## src/hex_pkg.sv

```systemverilog
/*
 * shared widths, vector types and the summer state encoding
 * for the banked score table and its add-up engine
 */

package hex_pkg;

	//////////////////////////////////////////////////////////////////////
	// widths
	//////////////////////////////////////////////////////////////////////

	parameter int DATA_WIDTH = 32;      // one score word
	parameter int PARALLEL_MAX = 16;    // most banks the index type can name
	parameter int ADDR_WIDTH_MAX = 13;  // deepest bank, 8192 words

	//////////////////////////////////////////////////////////////////////
	// vector types
	//////////////////////////////////////////////////////////////////////

	// a single score word as stored in one bank
	typedef logic [DATA_WIDTH-1:0] score_t;

	// four guard bits so sixteen full-scale scores add without overflow
	typedef logic [DATA_WIDTH+3:0] sum_t;

	// bank row, modules only look at the low ADDR_WIDTH bits
	typedef logic [ADDR_WIDTH_MAX-1:0] addr_t;

	typedef logic [$clog2(PARALLEL_MAX)-1:0] bank_idx_t;

	//////////////////////////////////////////////////////////////////////
	// score summer FSM
	//////////////////////////////////////////////////////////////////////

	typedef enum logic [1:0] {
		IDLE,  // banks still owned by the host loader
		RUN,   // walking the rows and emitting sums
		DONE   // last sum taken, waits here until reset
	} summer_state_t;

endpackage

```

## src/bank_if.sv

```systemverilog
/*
 * connection between the preload writer, the score banks
 * and the score summer
 */

`timescale 1ns/10ps

interface bank_if #(
	parameter int PARALLEL = 4,
	parameter int ADDR_WIDTH = 4
);

	// host side write port, owned by the writer until loaded
	logic wr_en;
	hex_pkg::bank_idx_t wr_bank;
	hex_pkg::addr_t wr_addr;
	hex_pkg::score_t wr_data;
	logic loaded;  // ownership passes to the engine side once this is high

	// engine side read port, same row in every bank
	logic rd_en;
	hex_pkg::addr_t rd_addr;
	hex_pkg::score_t rd_data [PARALLEL];

	// the rows actually decoded by the memories
	logic [ADDR_WIDTH-1:0] wr_row;
	logic [ADDR_WIDTH-1:0] rd_row;

	assign wr_row = wr_addr[ADDR_WIDTH-1:0];
	assign rd_row = rd_addr[ADDR_WIDTH-1:0];

	modport writer (output wr_en, wr_bank, wr_addr, wr_data, loaded);

	modport store (
		input wr_en, wr_bank, wr_row, wr_data, loaded, rd_en, rd_row,
		output rd_data
	);

	modport reader (input loaded, rd_data, output rd_en, rd_addr);

endinterface

```

## src/preload_writer.sv

```systemverilog
/*
 * host score loader that spreads incoming words round robin over
 * the banks and hands them to the engine after the final word
 */

`timescale 1ns/10ps

module preload_writer #(
	parameter int PARALLEL = 4,
	parameter int ADDR_WIDTH = 4
) (
	input  logic            i_clk,
	input  logic            i_rst_n,
	input  logic            i_load_valid,
	output logic            o_load_ready,
	input  hex_pkg::score_t i_load_data,
	bank_if.writer          bank
);

	localparam int DEPTH = 2 ** ADDR_WIDTH;
	localparam hex_pkg::bank_idx_t LAST_BANK = hex_pkg::bank_idx_t'(PARALLEL - 1);
	localparam logic [ADDR_WIDTH-1:0] LAST_ROW = ADDR_WIDTH'(DEPTH - 1);

	hex_pkg::bank_idx_t bank_cnt;    // bank that takes the next word
	logic [ADDR_WIDTH-1:0] addr_cnt; // row inside that bank
	logic loaded;
	logic accept;

	assign o_load_ready = !loaded;  // host may write until the table is full
	assign accept = i_load_valid && o_load_ready;

	//////////////////////////////////////////////////////////////////////
	// the bank sees each write on the edge the beat is accepted
	//////////////////////////////////////////////////////////////////////

	assign bank.wr_en = accept;
	assign bank.wr_bank = bank_cnt;
	assign bank.wr_addr = hex_pkg::addr_t'(addr_cnt);
	assign bank.wr_data = i_load_data;
	assign bank.loaded = loaded;

	//////////////////////////////////////////////////////////////////////
	// word position counters and the ownership flag
	//////////////////////////////////////////////////////////////////////

	always_ff @(posedge i_clk) begin
		if (!i_rst_n) begin
			bank_cnt <= '0;
			addr_cnt <= '0;
			loaded <= 1'b0;
		end else if (accept) begin
			if (bank_cnt == LAST_BANK) begin
				bank_cnt <= '0;
				addr_cnt <= addr_cnt + 1'b1;  // next row once every bank has a word
				if (addr_cnt == LAST_ROW)
					loaded <= 1'b1;  // final word of the last row
			end else begin
				bank_cnt <= bank_cnt + 1'b1;
			end
		end
	end

	// after the handover no host write reaches the banks and both position
	// counters have wrapped back to the first word of the table
	a_no_write_after_load: assert property (
		@(posedge i_clk) disable iff (!i_rst_n)
		loaded |-> !bank.wr_en && bank_cnt == '0 && addr_cnt == '0
	);

endmodule

```

## src/score_banks.sv

```systemverilog
/*
 * PARALLEL simple dual port score memories, one host write port
 * and a common registered read row for the summer
 */

`timescale 1ns/10ps

module score_banks #(
	parameter int PARALLEL = 4,
	parameter int ADDR_WIDTH = 4
) (
	input  logic  i_clk,
	bank_if.store bank
);

	localparam int DEPTH = 2 ** ADDR_WIDTH;

	hex_pkg::score_t mem [PARALLEL][DEPTH];

	logic host_write;
	logic engine_read;

	// the loaded flag decides which side may touch the memories
	assign host_write = bank.wr_en && !bank.loaded;
	assign engine_read = bank.rd_en && bank.loaded;

	//////////////////////////////////////////////////////////////////////
	// memory arrays
	//////////////////////////////////////////////////////////////////////

	always_ff @(posedge i_clk) begin
		for (int b = 0; b < PARALLEL; b++) begin
			if (host_write && int'(bank.wr_bank) == b)
				mem[b][bank.wr_row] <= bank.wr_data;

			// all banks read the same row, data is out one cycle later
			if (engine_read)
				bank.rd_data[b] <= mem[b][bank.rd_row];
		end
	end

	//////////////////////////////////////////////////////////////////////
	// checks
	//////////////////////////////////////////////////////////////////////

	a_bank_in_range: assert property (
		@(posedge i_clk)
		bank.wr_en |-> int'(bank.wr_bank) < PARALLEL
	);

	// the summer must wait for the writer to give up the banks
	a_read_after_load: assert property (
		@(posedge i_clk)
		bank.rd_en |-> bank.loaded
	);

endmodule

```

## src/score_summer.sv

```systemverilog
/*
 * score add-up engine, reads one row of every bank per step and
 * presents the row sum on a valid/ready output with back-pressure
 */

`timescale 1ns/10ps

module score_summer #(
	parameter int PARALLEL = 4,
	parameter int ADDR_WIDTH = 4
) (
	input  logic           i_clk,
	input  logic           i_rst_n,
	bank_if.reader         bank,
	output logic           o_sum_valid,
	input  logic           i_sum_ready,
	output hex_pkg::sum_t  o_sum_data,
	output hex_pkg::addr_t o_sum_addr,
	output logic           o_sum_last
);

	localparam int DEPTH = 2 ** ADDR_WIDTH;
	localparam logic [ADDR_WIDTH-1:0] LAST_ROW = ADDR_WIDTH'(DEPTH - 1);

	hex_pkg::summer_state_t state;
	logic [ADDR_WIDTH-1:0] rd_ptr;  // next row to read
	logic issued_all;               // every row has had its read
	logic pend;                     // bank read data waiting for the output register
	hex_pkg::addr_t pend_addr;
	logic pend_last;
	hex_pkg::sum_t bank_sum;
	logic out_free;
	logic issue;
	logic load_out;

	// output register is empty or hands its sum over on this edge
	assign out_free = !o_sum_valid || i_sum_ready;

	// the first read goes out in the cycle loaded is seen, ahead of the FSM
	assign issue = ((state == hex_pkg::IDLE && bank.loaded) || state == hex_pkg::RUN)
		&& !issued_all && out_free;
	assign load_out = pend && out_free;

	assign bank.rd_en = issue;
	assign bank.rd_addr = hex_pkg::addr_t'(rd_ptr);

	always_comb begin
		bank_sum = '0;
		for (int b = 0; b < PARALLEL; b++) begin
			bank_sum = bank_sum + hex_pkg::sum_t'(bank.rd_data[b]);
		end
	end

	//////////////////////////////////////////////////////////////////////
	// FSM and flow control
	//////////////////////////////////////////////////////////////////////

	always_ff @(posedge i_clk) begin
		if (!i_rst_n) begin
			state <= hex_pkg::IDLE;
			rd_ptr <= '0;
			issued_all <= 1'b0;
			pend <= 1'b0;
			o_sum_valid <= 1'b0;
		end else begin
			case (state)
				hex_pkg::IDLE: if (bank.loaded) state <= hex_pkg::RUN;
				hex_pkg::RUN: if (o_sum_valid && i_sum_ready && o_sum_last) state <= hex_pkg::DONE;
				default: state <= hex_pkg::DONE;  // one pass only, reset starts over
			endcase

			if (issue) begin
				rd_ptr <= rd_ptr + 1'b1;
				if (rd_ptr == LAST_ROW)
					issued_all <= 1'b1;
			end

			if (issue)
				pend <= 1'b1;
			else if (load_out)
				pend <= 1'b0;

			if (load_out)
				o_sum_valid <= 1'b1;
			else if (i_sum_ready)
				o_sum_valid <= 1'b0;
		end
	end

	//////////////////////////////////////////////////////////////////////
	// payload
	//////////////////////////////////////////////////////////////////////

	always_ff @(posedge i_clk) begin
		if (issue) begin
			pend_addr <= hex_pkg::addr_t'(rd_ptr);
			pend_last <= (rd_ptr == LAST_ROW);
		end
		if (load_out) begin
			o_sum_data <= bank_sum;  // bank read registers hold while pend waits
			o_sum_addr <= pend_addr;
			o_sum_last <= pend_last;
		end
	end

	a_hold_while_stalled: assert property (
		@(posedge i_clk) disable iff (!i_rst_n)
		o_sum_valid && !i_sum_ready |=> o_sum_valid && $stable(o_sum_data)
			&& $stable(o_sum_addr) && $stable(o_sum_last)
	);

endmodule

```

## src/hex_score_top.sv

```systemverilog
/*
 * banked score table with host preload and row sum output
 */

`timescale 1ns/10ps

module hex_score_top #(
	parameter int PARALLEL = 4,
	parameter int ADDR_WIDTH = 4
) (
	input  logic            i_clk,
	input  logic            i_rst_n,
	input  logic            i_load_valid,
	output logic            o_load_ready,
	input  hex_pkg::score_t i_load_data,
	output logic            o_sum_valid,
	input  logic            i_sum_ready,
	output hex_pkg::sum_t   o_sum_data,
	output hex_pkg::addr_t  o_sum_addr,
	output logic            o_sum_last
);

	bank_if #(.PARALLEL(PARALLEL), .ADDR_WIDTH(ADDR_WIDTH)) bank ();

	// host loader, owns the banks until the table is full
	preload_writer #(.PARALLEL(PARALLEL), .ADDR_WIDTH(ADDR_WIDTH)) u_writer (
		.i_clk        (i_clk),
		.i_rst_n      (i_rst_n),
		.i_load_valid (i_load_valid),
		.o_load_ready (o_load_ready),
		.i_load_data  (i_load_data),
		.bank         (bank.writer)
	);

	score_banks #(.PARALLEL(PARALLEL), .ADDR_WIDTH(ADDR_WIDTH)) u_banks (
		.i_clk (i_clk),
		.bank  (bank.store)
	);

	score_summer #(.PARALLEL(PARALLEL), .ADDR_WIDTH(ADDR_WIDTH)) u_summer (
		.i_clk       (i_clk),
		.i_rst_n     (i_rst_n),
		.bank        (bank.reader),
		.o_sum_valid (o_sum_valid),
		.i_sum_ready (i_sum_ready),
		.o_sum_data  (o_sum_data),
		.o_sum_addr  (o_sum_addr),
		.o_sum_last  (o_sum_last)
	);

endmodule

```

## config.mk

```make
export PLATFORM = sky130hd
export DESIGN_NAME = hex_score_top
export DESIGN_NICKNAME = d
export VERILOG_FILES = /design/src/hex_pkg.sv /design/src/bank_if.sv /design/src/preload_writer.sv /design/src/score_banks.sv /design/src/score_summer.sv /design/src/hex_score_top.sv
export SDC_FILE = /design/constraint.sdc
export NUM_CORES = 2
export LEC_CHECK = 0
export ABC_AREA = 1
export BUFFER_PORTS_ARGS = -buffer_cell sky130_fd_sc_hd__clkbuf_2
export CAP_MARGIN = 20
export CORE_AREA = 2 2 558 394
export DETAILED_ROUTE_END_ITERATION = 6
export DIE_AREA = 0 0 560 396
export HOLD_SLACK_MARGIN = 0.06
export SYNTH_ARGS = -nofsm -noshare
export SYNTH_HDL_FRONTEND = slang
export SYNTH_HIERARCHICAL = 1
export SYNTH_SLANG_ARGS = --single-unit
```

## constraint.sdc

```tcl
create_clock -name i_clk -period 8.3 [get_ports i_clk]
set_clock_uncertainty 0.1 [all_clocks]
set_input_delay 0.83 -clock i_clk [delete_from_list [all_inputs] [get_ports i_clk]]
set_output_delay 0.83 -clock i_clk [all_outputs]
set_load 0.005 [all_outputs]
```

# Yosys cells after proc, flatten, opt, wreduce, memory -nomap -nowiden
# Memory sizes are Yosys's and may differ from the RTL's.
# Cells that the tools add are included.
# Widths: inputs -> output; s select.
[totals]
n_memories = 1
input_bits = 36
latch_bits = 0
elab_cells = 107
mem_bits_ro = 0
regBits = 192
ramBits = 2048
output_inout_bits = 52
[classes]
n_mul = 0
addsub = 6
n_reduce_logical = 30
shift = 0
bitwise_logic = 2
eq_ne = 9
n_mux = 39
n_div = 0
n_lt_le_gt_ge = 3
[memory_table]
columns = ["memory", "depth", "width", "read_ports", "rd_ports_with_merged_regs", "write_ports", "line_no", "rtl"]
rows = [
  ["u_banks.mem", 4, 512, 4, 0, 1, "score_banks.sv:18", "hex_pkg::score_t mem [PARALLEL][DEPTH];"],
]
[ops]
columns = ["operator", "n"]
rows = [
  ["$mux 512", 10],
  ["$reduce_or 512->1", 3],
  ["$bmux 32 s4", 4],
  ["$mux 32", 9],
  ["$demux 32 s4", 1],
  ["$add 36x32->36", 2],
  ["$add 32x32->33", 1],
  ["$logic_and 1x1->1", 14],
  ["$add 4x1->4 const B", 3],
  ["$ge 5x5->1 const B", 2],
  ["$mux 2", 5],
  ["$not 4->5", 2],
  ["$eq 4x2->1 const B", 2],
  ["$eq 4x3->1 const B", 2],
  ["$eq 4x4->1 const B", 2],
  ["$mux 1", 8],
  ["$reduce_and 2->1", 3],
  ["$lt 5x1->1 const B", 1],
  ["$logic_not 4->1", 1],
  ["$mux 4", 1],
  ["$ne 2x2->1 const B", 2],
  ["$pmux 2 s2", 1],
  ["$reduce_bool 2->1", 2],
  ["$logic_not 1->1", 3],
  ["other kinds (4)", 5],
]

# Depth between registers and ports, before layout
[depth]
depth_word = 10
mapped_depth = 24
depth_no_buf = 24

# By module
# Netlist, hierarchy kept.
[modules_own_cells]
columns = ["module", "instances", "cells_each", "area_each_um2", "seq_area_each_um2"]
rows = [
  ["score_banks", 1, 7781, 88776.4, 65342.7],
  ["score_summer", 1, 1187, 7399.6, 1501.4],
  ["preload_writer", 1, 98, 753.2, 180.2],
]

# Least setup slack after synthesis
# OpenSTA, ideal clock, no wires.
[synth_timing]
path_kind = "in2reg"
from = "input i_sum_ready"
to = "register u_banks.bank.rd_data[0], enable pin"
path_slack_ns = 3.912
arrival_time_ns = 3.806
setup_time_ns = 0.481
t_required_ns = 7.719
stages = 6
path_buffers = 0
cell_sequence = "nor2_1 > inv_1 > nand2_1 > inv_1 > nand2_1 > inv_1"
[synth_via]
elab_chain_len = 3
[synth_rtl]
columns = ["element", "line_no", "rtl"]
rows = [
  ["from (decl)", "hex_score_top.sv:17", "input logic i_sum_ready,"],
  ["$logic_or 1x1->1", "score_summer.sv:37", "assign out_free = !o_sum_valid || i_sum_ready;"],
  ["$logic_and 1x1->1", "score_summer.sv:41", "&& !issued_all && out_free;"],
  ["via bank.rd_en", "bank_if.sv:21", "logic rd_en;"],
  ["$logic_and 1x1->1", "score_banks.sv:25", "assign engine_read = bank.rd_en && bank.loaded;"],
  ["via u_banks.engine_read", "score_banks.sv:21", "logic engine_read;"],
  ["to (signal, indexed assignment)", "score_banks.sv:38", "bank.rd_data[b] <= mem[b][bank.rd_row];"],
  ["to (decl)", "bank_if.sv:36", "output rd_data"],
]
# The timed path passes the listed nets, and every way through them passes these cells.
# A chain may end at the register's enable or synchronous reset.

# Worst setup path in the final report
[layout_timing]
from = "register u_banks.bank.rd_data[120]"
to = "register u_summer.o_sum_data[29], data pin"
[layout_via]
elab_chain_len = 3
[layout_rtl]
columns = ["element", "line_no", "rtl"]
rows = [
  ["$add 32x32->33", "score_summer.sv:50", "bank_sum = bank_sum + hex_pkg::sum_t'(bank.rd_data[b]);"],
  ["$add 36x32->36 (2 in a row)", "score_summer.sv:50", ""],
  ["via u_summer.bank_sum[29]", "score_summer.sv:31", "hex_pkg::sum_t bank_sum;"],
  ["to (signal assigned)", "score_summer.sv:100", "o_sum_data <= bank_sum;"],
  ["to (decl)", "score_summer.sv:17", "output hex_pkg::sum_t o_sum_data,"],
]
# The timed path passes the listed nets, and every way through them passes these cells.

==> reports/metrics.cfg <==
[critical_path]
start_kind=register
worstPathArrival_ns=4.74
path_cells=ha_1, nand2_1, nor2_1, nand2_1, nor2_1, nand2_1, nand2_1, nand2_1, nand2_1, fa_1, ha_1, nand2_1, nor2_1, inv_1, nor3_1, nand2_1, nand3_1, nand2_1
worstSetupEndpointType=register
reg2reg_from=u_banks/bank.rd_data[120]
slowest_delay_ns=0.52
critical_path_class=reg2reg
worst-path-buf-inv=1
cpLargestDelayFamily=simple AND/OR/NAND/NOR gates
r2r_cells=18
critPathMostFrequentCell=nand2_1
cpMaxStageDelayCell=edfxtp_1
cp.required_ns=8.80
reg2reg_slack_ns=4.07
worstReg2RegEnd=u_summer/o_sum_data[29]
crit_fanout=5

[clocking]
cts_resized=0
post_cts_buffers=0
cts_buffer_depth=4
path_clk_slew_ns=0.06
cts.sinks=2238
root_buffer=clkbuf_16
cts_buffers=210
hold_buffers=0
clk-insertion-delay-late_ns=0.86
htreeDepth=4
cts_tree=done

[grt]
grt_pass1_wl_um=413100
grt_max_degree=210
antenna_found_initial=22
gr-total-overflow=0
grt_usage_pct=25.27
grt_pass1_vias=60050

[sta]
fin_tns_setup_ns=0
drv_slew=0
hold_ws_ns=0.2375
period_needed_ns=4.233
worst_pin_slew_ns=1.169
setup_violations=0
post-route-period-util_pct=51.00
hold_viol_final=0
rsz0062_at_grt=no
fmax_mhz=236.2
slew_headroom_pct=22.06

[layout]
finish.instance_area_mm2=0.1066
layout.cells.most_common_list=nand2_1, edfxtp_1, nand3_1
fin_cells=12080
final_common_cell=nand2_1
drive_gt1_share_pct=6.726
syn2layout_area_growth_pct=10.10
fin_nets=9157
fin_util_pct=49.31

[placement]
place_area_mm2=0.1003
numPlacedInstances=11710
place.gp.congestion=0.8922
place.port_buffers=76
hpwlAfterDp_um=149900

[floorplanning]
rows=143
die_h_um=396
start_util_pct=44.78
io_pins=88
die_width_um=560
die-area_mm2=0.2218
core_area_mm2=0.2161

[route]
routed_wl_um=284200
met3RoutedLength_um=26700
route.top_layer_used=met5
m1WireLength_um=129800
first_pass_iters=7
met2WireLength_um=123300
avgViaCountPerCell=5.331
drt_iter0_markers=8331
ant_nets=0
wire_per_inst_um=23.53
drc=0
vias=64390

[worst_hold_path]
min_path_type=in2reg
hold_path_end=u_summer/pend
whs_path_depth=4
worstHoldStart=i_sum_ready

[status]
status=finished, final reports clean

[synth]
netlist_area_mm2=0.09679
syn_inst=9047
ys.warnings.count=6
postSynthAreaPerCell_um2=10.70

[flow_run]
drv_cap=0

[pwr]
leakage_nw=42.41
power_density_mw_per_mm2=206.4
ir_drop_mv=0.1691

## layout make-up
cell class / count / area, µm²
antenna: 4 / 10.01
fill: 19360 / 109600
inverter: 1076 / 4071
sequential: 2238 / 67040
tap: 2900 / 3628
timing repair buffer: 223 / 1729
clock buffer: 264 / 5510
clock inverter: 101 / 737.0
multi-input combinational: 5271 / 23840
## power breakdown
group | leakage [nW] | switching, mW | internal, mW
clock | 3.03 | 4.14 | 4.98
combinational | 19.3 | 0.365 | 0.0545
sequential | 20.1 | 0.00887 | 12.4
total | 42.4 | 4.51 | 17.5
## layer usage
layer  global-route usage, %  vias to the layer above
met5                       0                        -
met4                   4.316                        4
met3                   3.553                      325
met2                   37.92                     2962
met1                   39.43                    31320
li1                        -                    29780
## worst max path at each step
| stage | start | end | slack [ns] | cells past startpoint |
|---|---|---|---|---|
| after detailed placement | u_banks/bank.rd_data[120] | u_summer/o_sum_data[27] | 4.12 | 18 |
| after global routing | u_banks/bank.rd_data[120] | u_summer/o_sum_data[29] | 3.77 | 18 |
| after global placement | u_banks/bank.rd_data[120] | u_summer/o_sum_data[27] | 4.01 | 18 |
| final | u_banks/bank.rd_data[120] | u_summer/o_sum_data[29] | 4.07 | 18 |
| after floorplan | i_sum_ready | u_banks/bank.rd_data[0] | 3.91 | 6 |
| after CTS | u_banks/bank.rd_data[120] | u_summer/o_sum_data[29] | 4.10 | 18 |
## metrics by stage
| stage | power, mW | worst slack [ns] |
|---|---|---|
| 6_report | 22.00 | 4.067 |
| 5_1_grt | 22.57 | 3.770 |
| 2_1_floorplan | 12.87 | 3.912 |
| 4_1_cts | 22.10 | 4.100 |
| 3_5_place_dp | 13.12 | 4.117 |
| 3_3_place_gp | 13.11 | 4.007 |
## state kept, by name (all words and copies together), names as in the netlist
register and flops:
u_banks/bank.rd_data 128, u_banks/mem 2048, u_summer/issued_all 1, u_summer/o_sum_addr 4, u_summer/o_sum_data 34, u_summer/o_sum_last 1, u_summer/o_sum_valid 1, u_summer/pend 1
u_summer/pend_addr 4, u_summer/pend_last 1, u_summer/rd_ptr 4, u_summer/state 2, u_writer/addr_cnt 4, u_writer/bank.loaded 1, u_writer/bank.wr_bank 4
## worst min-delay path, cell delays in order
cell and delay (ns):
clkbuf_2 0.09, nor2_1 0.08, nand2_1 0.06, a21oi_1 0.06
No activity file was read; power rests on OpenSTA's default activity.
